### config.mk
export PLATFORM = sky130hd
export DESIGN_NAME = fpnc_opgroup_block
export DESIGN_NICKNAME = d
export VERILOG_FILES = /design/src/fpnc_pkg.sv /design/src/slice_out_if.sv /design/src/fpnc_opgroup_block.sv /design/src/fpnc_rr_arb.sv /design/src/fpnc_fmt_slice.sv /design/src/fpnc_fmt_cfg.sv
export SDC_FILE = /design/constraint.sdc
export NUM_CORES = 1
export LEC_CHECK = 0
export BUFFER_PORTS_ARGS = -buffer_cell sky130_fd_sc_hd__buf_4
export CORE_UTILIZATION = 49
export CTS_CLUSTER_DIAMETER = 200
export DETAILED_ROUTE_END_ITERATION = 7
export PLACE_DENSITY = 0.73
export SETUP_SLACK_MARGIN = 0.05
export SYNTH_ARGS = -nofsm -noshare
export SYNTH_HDL_FRONTEND = slang
export SYNTH_SLANG_ARGS = --single-unit
export TNS_END_PERCENT = 5
### constraint.sdc
create_clock -name clk_i -period 2.9 [get_ports clk_i]
set_input_delay 0.145 -clock clk_i [delete_from_list [all_inputs] [get_ports clk_i]]
set_output_delay 0.145 -clock clk_i [all_outputs]
set_load 0.01 [all_outputs]
### src/fpnc_pkg.sv
// Non-computational FPU operation group package

`default_nettype none

package fpnc_pkg;

  // ---------------------------------------------------------------------
  // Widths and counts
  // ---------------------------------------------------------------------
  localparam int unsigned WIDTH    = 32;
  localparam int unsigned NUM_FMTS = 2;

  // Destination formats
  typedef enum logic {
    FP32 = 1'b0,
    FP16 = 1'b1
  } fp_format_e;

  // Operations handled by this group
  typedef enum logic [2:0] {
    SGNJ,
    SGNJN,
    SGNJX,
    MIN,
    MAX
  } operation_e;

  typedef logic [WIDTH-1:0]    operand_t;
  typedef logic [7:0]          tag_t;
  // NV, DZ, OF, UF, NX from MSB down
  typedef logic [4:0]          status_t;
  typedef logic [NUM_FMTS-1:0] fmt_mask_t;

  // Invalid-operation flag position in status_t
  localparam int unsigned NV_BIT = 4;

  // ---------------------------------------------------------------------
  // Per-format layout, indexed by fp_format_e
  // ---------------------------------------------------------------------
  // Total bits of the format
  localparam int unsigned FMT_W [NUM_FMTS] = '{32, 16};
  // Mantissa bits, quiet bit is the top one
  localparam int unsigned MAN_W [NUM_FMTS] = '{23, 10};

  // Pipeline registers per slice
  localparam int unsigned PIPE_FP32 = 1;
  localparam int unsigned PIPE_FP16 = 2;

  // Canonical quiet NaNs
  localparam operand_t    CANON_NAN32 = 32'h7FC0_0000;
  localparam logic [15:0] CANON_NAN16 = 16'h7E00;

endpackage

`default_nettype wire
### src/slice_out_if.sv
// Slice result channel

`timescale 1ns/1ns
`default_nettype none

interface slice_out_if import fpnc_pkg::*; ();

  operand_t result;
  status_t  status;
  tag_t     tag;
  logic     valid;
  logic     ready;

  // Producer side, one format slice
  modport slice (
    output result, status, tag, valid,
    input  ready
  );

  // Consumer side, the output arbiter
  modport arb (
    input  result, status, tag, valid,
    output ready
  );

endinterface

`default_nettype wire

### src/fpnc_opgroup_block.sv
// Non-computational operation group

`timescale 1ns/1ns
`default_nettype none

module fpnc_opgroup_block import fpnc_pkg::*; (
  input  logic       clk_i,
  input  logic       rst_i,
  // Format enable configuration
  input  logic       cfg_we_i,
  input  fmt_mask_t  cfg_fmt_en_i,
  // Request
  input  operation_e op_i,
  input  fp_format_e fmt_i,
  input  operand_t   op_a_i,
  input  operand_t   op_b_i,
  input  tag_t       tag_i,
  input  logic       in_valid_i,
  output logic       in_ready_o,
  input  logic       flush_i,
  // Result
  output operand_t   result_o,
  output status_t    status_o,
  output tag_t       tag_o,
  output logic       out_valid_o,
  input  logic       out_ready_i,
  output logic       busy_o
);

  fmt_mask_t fmt_en;
  fmt_mask_t slice_valid, slice_ready, slice_busy;

  slice_out_if fp32_out ();
  slice_out_if fp16_out ();

  fpnc_fmt_cfg u_cfg (
    .clk_i        (clk_i),
    .rst_i        (rst_i),
    .cfg_we_i     (cfg_we_i),
    .cfg_fmt_en_i (cfg_fmt_en_i),
    .fmt_en_o     (fmt_en)
  );

  // ---------------------------------------------------------------------
  // Dispatch by destination format
  // ---------------------------------------------------------------------
  assign slice_valid[FP32] = in_valid_i & (fmt_i == FP32) & fmt_en[FP32];
  assign slice_valid[FP16] = in_valid_i & (fmt_i == FP16) & fmt_en[FP16];

  // A disabled format never signals ready
  assign in_ready_o = fmt_en[fmt_i] & slice_ready[fmt_i];

  fpnc_fmt_slice #(
    .FMT      (FP32),
    .NUM_PIPE (PIPE_FP32)
  ) u_slice_fp32 (
    .clk_i      (clk_i),
    .rst_i      (rst_i),
    .flush_i    (flush_i),
    .in_valid_i (slice_valid[FP32]),
    .in_ready_o (slice_ready[FP32]),
    .op_i       (op_i),
    .op_a_i     (op_a_i),
    .op_b_i     (op_b_i),
    .tag_i      (tag_i),
    .busy_o     (slice_busy[FP32]),
    .out        (fp32_out)
  );

  fpnc_fmt_slice #(
    .FMT      (FP16),
    .NUM_PIPE (PIPE_FP16)
  ) u_slice_fp16 (
    .clk_i      (clk_i),
    .rst_i      (rst_i),
    .flush_i    (flush_i),
    .in_valid_i (slice_valid[FP16]),
    .in_ready_o (slice_ready[FP16]),
    .op_i       (op_i),
    .op_a_i     (op_a_i),
    .op_b_i     (op_b_i),
    .tag_i      (tag_i),
    .busy_o     (slice_busy[FP16]),
    .out        (fp16_out)
  );

  // ---------------------------------------------------------------------
  // Merge results
  // ---------------------------------------------------------------------
  fpnc_rr_arb u_arb (
    .clk_i       (clk_i),
    .rst_i       (rst_i),
    .flush_i     (flush_i),
    .in_fp32     (fp32_out),
    .in_fp16     (fp16_out),
    .result_o    (result_o),
    .status_o    (status_o),
    .tag_o       (tag_o),
    .out_valid_o (out_valid_o),
    .out_ready_i (out_ready_i)
  );

  assign busy_o = |slice_busy;

endmodule

`default_nettype wire

### src/fpnc_rr_arb.sv
// Round-robin output arbiter

`timescale 1ns/1ns
`default_nettype none

module fpnc_rr_arb import fpnc_pkg::*; (
  input  logic      clk_i,
  input  logic      rst_i,
  input  logic      flush_i,
  slice_out_if.arb  in_fp32,
  slice_out_if.arb  in_fp16,
  output operand_t  result_o,
  output status_t   status_o,
  output tag_t      tag_o,
  output logic      out_valid_o,
  input  logic      out_ready_i
);

  // Format that wins when both slices are valid
  fp_format_e prio_q;
  logic       gnt_fp32, gnt_fp16;

  // ---------------------------------------------------------------------
  // Grant
  // ---------------------------------------------------------------------
  assign gnt_fp16 = in_fp16.valid & (~in_fp32.valid | (prio_q == FP16));
  assign gnt_fp32 = in_fp32.valid & ~gnt_fp16;

  assign in_fp32.ready = out_ready_i & gnt_fp32;
  assign in_fp16.ready = out_ready_i & gnt_fp16;

  assign out_valid_o = in_fp32.valid | in_fp16.valid;

  // Payload of the granted slice
  assign result_o = gnt_fp16 ? in_fp16.result : in_fp32.result;
  assign status_o = gnt_fp16 ? in_fp16.status : in_fp32.status;
  assign tag_o    = gnt_fp16 ? in_fp16.tag    : in_fp32.tag;

  // ---------------------------------------------------------------------
  // Priority pointer
  // ---------------------------------------------------------------------
  // Moves past the winner only on a transfer
  always_ff @(posedge clk_i) begin
    if (rst_i || flush_i) begin
      prio_q <= FP32;
    end else if (out_valid_o && out_ready_i) begin
      prio_q <= gnt_fp16 ? FP32 : FP16;
    end
  end

endmodule

`default_nettype wire

### src/fpnc_fmt_slice.sv
// Sign injection and min/max slice

`timescale 1ns/1ns
`default_nettype none

module fpnc_fmt_slice import fpnc_pkg::*; #(
  parameter fp_format_e FMT      = FP32,
  parameter int         NUM_PIPE = 1
) (
  input  logic          clk_i,
  input  logic          rst_i,
  input  logic          flush_i,
  input  logic          in_valid_i,
  output logic          in_ready_o,
  input  operation_e    op_i,
  input  operand_t      op_a_i,
  input  operand_t      op_b_i,
  input  tag_t          tag_i,
  output logic          busy_o,
  slice_out_if.slice    out
);

  // ---------------------------------------------------------------------
  // Operand fields
  // ---------------------------------------------------------------------
  logic [FMT_W[FMT]-1:0] a_f, b_f, res_f;
  logic [FMT_W[FMT]-2:0] a_mag, b_mag;
  logic                  a_sgn, b_sgn;
  logic                  a_nan, b_nan, a_snan, b_snan;
  logic                  a_lt_b;
  operand_t              canon_nan;
  operand_t              res_comb;
  status_t               status_comb;

  // FP16 only looks at the low half
  assign a_f   = op_a_i[FMT_W[FMT]-1:0];
  assign b_f   = op_b_i[FMT_W[FMT]-1:0];
  assign a_sgn = a_f[FMT_W[FMT]-1];
  assign b_sgn = b_f[FMT_W[FMT]-1];
  assign a_mag = a_f[FMT_W[FMT]-2:0];
  assign b_mag = b_f[FMT_W[FMT]-2:0];

  // Exponent all ones with nonzero mantissa
  assign a_nan  = (&a_f[FMT_W[FMT]-2:MAN_W[FMT]]) & (|a_f[MAN_W[FMT]-1:0]);
  assign b_nan  = (&b_f[FMT_W[FMT]-2:MAN_W[FMT]]) & (|b_f[MAN_W[FMT]-1:0]);
  assign a_snan = a_nan & ~a_f[MAN_W[FMT]-1];
  assign b_snan = b_nan & ~b_f[MAN_W[FMT]-1];

  // Signs differ: the negative one is lower, so -0 sorts below +0
  assign a_lt_b = (a_sgn != b_sgn) ? a_sgn :
                  (a_sgn ? (a_mag > b_mag) : (a_mag < b_mag));

  assign canon_nan = (FMT == FP32) ? CANON_NAN32 : operand_t'(CANON_NAN16);

  // ---------------------------------------------------------------------
  // Result selection
  // ---------------------------------------------------------------------
  always_comb begin
    res_f       = a_f;
    status_comb = '0;
    case (op_i)
      SGNJ:  res_f = {b_sgn, a_mag};
      SGNJN: res_f = {~b_sgn, a_mag};
      SGNJX: res_f = {a_sgn ^ b_sgn, a_mag};
      MIN, MAX: begin
        status_comb[NV_BIT] = a_snan | b_snan;
        if (a_nan && b_nan) begin
          res_f = canon_nan[FMT_W[FMT]-1:0];
        end else if (a_nan) begin
          res_f = b_f;
        end else if (b_nan) begin
          res_f = a_f;
        end else if ((op_i == MIN) == a_lt_b) begin
          res_f = a_f;
        end else begin
          res_f = b_f;
        end
      end
      default: res_f = a_f;
    endcase
    // Narrow results are NaN-boxed
    res_comb                = '1;
    res_comb[FMT_W[FMT]-1:0] = res_f;
  end

  // ---------------------------------------------------------------------
  // Elastic pipeline
  // ---------------------------------------------------------------------
  logic     [NUM_PIPE-1:0] stage_valid;
  operand_t [NUM_PIPE-1:0] stage_res;
  status_t  [NUM_PIPE-1:0] stage_status;
  tag_t     [NUM_PIPE-1:0] stage_tag;

  // Index 0 is the slice input, NUM_PIPE the slice output
  logic     [NUM_PIPE:0]   chain_valid;
  operand_t [NUM_PIPE:0]   chain_res;
  status_t  [NUM_PIPE:0]   chain_status;
  tag_t     [NUM_PIPE:0]   chain_tag;
  logic     [NUM_PIPE:0]   stage_ready;

  assign chain_valid  = {stage_valid, in_valid_i};
  assign chain_res    = {stage_res, res_comb};
  assign chain_status = {stage_status, status_comb};
  assign chain_tag    = {stage_tag, tag_i};

  // A stage takes data when empty or when its content moves on
  always_comb begin
    stage_ready[NUM_PIPE] = out.ready;
    for (int i = NUM_PIPE - 1; i >= 0; i--) begin
      stage_ready[i] = ~stage_valid[i] | stage_ready[i+1];
    end
  end

  always_ff @(posedge clk_i) begin
    if (rst_i || flush_i) begin
      stage_valid <= '0;
    end else begin
      for (int i = 0; i < NUM_PIPE; i++) begin
        if (stage_ready[i]) begin
          stage_valid[i] <= chain_valid[i];
        end
      end
    end
  end

  // Payload only moves with a valid item
  always_ff @(posedge clk_i) begin
    for (int i = 0; i < NUM_PIPE; i++) begin
      if (stage_ready[i] && chain_valid[i]) begin
        stage_res[i]    <= chain_res[i];
        stage_status[i] <= chain_status[i];
        stage_tag[i]    <= chain_tag[i];
      end
    end
  end

  assign in_ready_o = stage_ready[0] & ~flush_i;
  assign busy_o     = |stage_valid;

  // Hide the last stage while it is being flushed
  assign out.valid  = chain_valid[NUM_PIPE] & ~flush_i;
  assign out.result = chain_res[NUM_PIPE];
  assign out.status = chain_status[NUM_PIPE];
  assign out.tag    = chain_tag[NUM_PIPE];

endmodule

`default_nettype wire

### src/fpnc_fmt_cfg.sv
// Format enable register

`timescale 1ns/1ns
`default_nettype none

module fpnc_fmt_cfg import fpnc_pkg::*; (
  input  logic      clk_i,
  input  logic      rst_i,
  input  logic      cfg_we_i,
  input  fmt_mask_t cfg_fmt_en_i,
  output fmt_mask_t fmt_en_o
);

  // ---------------------------------------------------------------------
  // Enable bits, one per format
  // ---------------------------------------------------------------------
  fmt_mask_t fmt_en_q;

  // All formats come up enabled
  always_ff @(posedge clk_i) begin
    if (rst_i) begin
      fmt_en_q <= '1;
    end else if (cfg_we_i) begin
      fmt_en_q <= cfg_fmt_en_i;
    end
  end

  assign fmt_en_o = fmt_en_q;

endmodule

`default_nettype wire

==> flow_metrics.env <==
export IMPL_worstPathRequired_ns=3.02
export IMPL_setup_ws_ns=0.1521
export IMPL_vias=5113
export IMPL_critical_path_class="in2reg"
export IMPL_drtAntennaViolNets=0
export IMPL_insertedDiodeCount=0
export IMPL_finalHoldViolCount=0
export IMPL_worstSetupStartpointType="input pin"
export IMPL_synth_top_area_share_pct=47.54
export IMPL_routed_wl_um=15740
export IMPL_final_util_pct=69.44
export IMPL_synth_area_um2=5748
export IMPL_ys_ff_latch=97
export IMPL_place_inst=861
export IMPL_grt_max_degree=41
export IMPL_slew_violations=0
export IMPL_rsz0062_at_grt="false"
export IMPL_fp_dieW_um=110.3
export IMPL_hold_ws_ns=0.01621
export IMPL_yosysWarnings=0
export IMPL_reg2reg_slack_ns=0.57
export IMPL_power_density_nw_per_um2=438.5
export IMPL_die_h_um=110.3
export IMPL_period_share_pct=94.75
export IMPL_cts_num_sinks=97
export IMPL_power_leakage_nw=3.378
export IMPL_post_route_min_period_ns=2.748
export IMPL_grt_pass1_vias=4771
export IMPL_synthTopCellsByArea="edfxtp_1, ha_1, mux2_2"
export IMPL_min_to="u_cfg.fmt_en_o[1]"
export IMPL_hold_path_class="in2reg"
export IMPL_hpwl_um=12400
export IMPL_wl_per_cell_um=17.73
export IMPL_worstSkewPairLatency_ns=0.34
export IMPL_avgSynthCellArea_um2=10.99
export IMPL_synth_cell_types=55
export IMPL_drc=0
export IMPL_ys_async_sr_fraction_pct=0
export IMPL_finalNonFillerCells=888
export IMPL_core_area_um2=11420
export IMPL_final_setup_tns_ns=0
export IMPL_grt_pass1_wl_um=23680
export IMPL_cp_arrival_ns=2.87
export IMPL_seq_area_frac_synth_pct=49.63
export IMPL_initial_core_util_pct=50.34
export IMPL_dieArea_um2=12170
export IMPL_cap_violations=0
export IMPL_ios=132
export IMPL_synth_edf_count=91
export IMPL_tightest_slew_ns=0.6293
export IMPL_gp_congestion=0.9287
export IMPL_r2r_end="u_slice_fp32.out.result[26]"
export IMPL_hp_start="cfg_fmt_en_i[1]"
export IMPL_drt_iter0_drc=467
export IMPL_cts_tree="built"
export IMPL_rr_worst_depth=6
export IMPL_root_buffer="clkbuf_16"
export IMPL_cts_buffers=9
export IMPL_cts_buffer_depth=2
export IMPL_antenna_found_initial=0
export IMPL_status="complete, no violations"
export IMPL_clk_pin_slew_worst_paths_ns=0.06
export IMPL_reg2reg_from="u_slice_fp32.busy_o"
export IMPL_holdPathStages=2
export IMPL_areaGrowthSynthToFinish_pct=37.94
export IMPL_timing_fmax_ghz=0.3639
export IMPL_firstDrtPassIters=6
export IMPL_setup_viol=0
export IMPL_vias_per_cell=5.758
export IMPL_slew_headroom_pct=57.77
export IMPL_grt_use_total_pct=25.98
export IMPL_preCtsSetupSlack_ns=-0.5372
export IMPL_end_kind="register"
export IMPL_finClkSkew_ns=0.006099
export IMPL_overflow=0
export IMPL_htree_levels=3
export IMPL_yosys_most_used_dff="edfxtp_1"
export IMPL_drive_gt1_share_pct=40.40
export IMPL_nets=855
export IMPL_peakVddDrop_mv=0.4098
export IMPL_io_buffer_count=127
export IMPL_critPathMaxFanout=40
export IMPL_row_count=39
export IMPL_netlist_instances=523
export IMPL_synth_area_leader_cell="edfxtp_1"
==> synth_stat cells, types with 2 or more instances <==
| master | number |
|---|---|
| a211oi_1 | 7 |
| a21oi_1 | 20 |
| o221ai_1 | 9 |
| and2_1 | 4 |
| nand2b_1 | 4 |
| mux2_2 | 28 |
| o31ai_1 | 19 |
| o211ai_1 | 4 |
| nand4_1 | 21 |
| a221oi_1 | 4 |
| nor4_1 | 8 |
| clkbuf_1 | 22 |
| nor3_1 | 12 |
| nand2_1 | 34 |
| xnor2_1 | 3 |
| nor4_2 | 2 |
| or2_2 | 19 |
| a31oi_1 | 10 |
| nand3b_1 | 4 |
| dfxtp_1 | 6 |
| a21o_1 | 2 |
| and4_1 | 3 |
| buf_4 | 4 |
| a2bb2oi_1 | 2 |
| o22a_1 | 9 |
| buf_2 | 2 |
| edfxtp_1 | 91 |
| nor2_1 | 17 |
| ha_1 | 31 |
| o21ai_0 | 31 |
| mux2i_1 | 4 |
| nor2b_1 | 6 |
| a22oi_1 | 2 |
| nand3_1 | 13 |
| o22ai_1 | 2 |
| nor3b_1 | 2 |
| mux2_4 | 7 |
| a211o_1 | 3 |
| inv_1 | 36 |
==> per-stage QoR <==
step / power, mW / instance area (um^2)
floorplan: 2.012 / 5762
global placement: 2.383 / 7498
detailed placement: 2.402 / 7498
CTS: 3.468 / 7873
global route: 3.612 / 7929
finish: 3.476 / 7929
==> area by class of cell <==
cell class              count  area (um^2)
fillers                   863         3490
flip-flops and latches     97         2853
multi-input cells         363         2678
repair buffers            233         1809
clock buffers              12        246.5
well taps                 143        178.9
inverters                  36        135.1
clock inverters             4        28.78
==> cell usage in the layout, fill, tap and decap left out, types with 3 or more instances in the layout <==
cell / n
edfxtp_1: 91
clkbuf_16: 9
nand2b_1: 4
a31oi_1: 10
nand3b_1: 4
buf_4: 221
or2_2: 19
o31ai_1: 19
o21ai_0: 31
nor2b_1: 4
o211ai_1: 4
mux2_2: 28
a211oi_1: 6
and4_1: 3
o22a_1: 9
nand2_1: 34
nor3_1: 12
inv_1: 36
and2_1: 4
mux2i_1: 4
mux2_4: 7
nand3_1: 13
buf_12: 3
o221ai_1: 9
nor4_1: 8
nand4_1: 21
a211o_1: 3
ha_1: 31
dfxtp_1: 6
dlygate4sd3_1: 9
a21oi_1: 19
xnor2_1: 3
a221oi_1: 3
nor2_1: 17
conb_1: 4
==> where the power goes <==
part / internal [mW] / leakage (nW) / switching, mW
clock network: 0.604 / 0.130 / 0.459
logic: 0.396 / 2.36 / 0.397
registers: 1.61 / 0.891 / 0.0142
total: 2.61 / 3.38 / 0.870
==> state kept, by name, indices dropped and copies added, names as in the netlist, 2 cells and up <==
name / count
u_slice_fp32.out.result: 32
u_slice_fp16.chain_res: 16
u_slice_fp16.out.result: 16
u_slice_fp16.chain_tag: 8
u_slice_fp16.out.tag: 8
u_slice_fp32.out.tag: 8
u_cfg.fmt_en_o: 2
u_slice_fp16.stage_valid: 2
==> per-layer routing <==
layer,track usage (%),part of all wire (%),vias up
met5,0,0,-
met3,4.292,6.7,23
li1,-,-,2448
met1,37.32,46,2450
met4,8.177,1.8,0
met2,40.15,45,192
==> kinds of logic after synthesis <==
| logic type | after synthesis | synth area share [%] |
|---|---|---|
| flip-flops | 97 | 49.63 |
| AND/OR/NAND/NOR | 153 | 14.41 |
| AO/OA/AOI/OAI | 133 | 15.93 |
| other | 1 | 0.06524 |
| XOR/XNOR | 3 | 0.4572 |
| buffers and inverters | 66 | 4.745 |
| adder cells (fa/ha/maj) | 31 | 6.748 |
| multiplexers | 39 | 8.010 |
==> repair_timing <==
item / CTS / global route
pin swaps: 0 / 5
endpoints found under the setup margin: 1 / 14
gates resized for setup: 2 / 5
buffers inserted: 0 / 2
hold buffers: 9 / 0
hold endpoints to repair: 17 / 0
==> worst max-delay path, cell delays in order <==
cell and delay, ns:
buf_4 0.09, inv_1 0.06, ha_1 0.30, nand4_1 0.13, nor4_2 0.35, buf_4 0.19
and2_1 0.12, o22ai_1 0.09, a211o_1 0.29, a2111oi_4 0.34, buf_4 0.19, buf_12 0.18
nor3_1 0.08, a211oi_2 0.30
==> worst max-delay path by stage <==
stage,start,end,slack [ns]
after global routing,op_b_i[25],u_slice_fp32.out.result[31],0.05
after CTS,op_b_i[13],u_slice_fp32.out.result[15],0.05
after floorplan,u_slice_fp32.busy_o,u_slice_fp16.chain_res[32],0.02
final,op_b_i[9],u_slice_fp32.out.result[31],0.15
after global placement,op_b_i[11],u_slice_fp32.out.result[31],-0.50
after detailed placement,op_b_i[13],u_slice_fp32.out.result[31],-0.54
(Power assumes the default switching activity.)
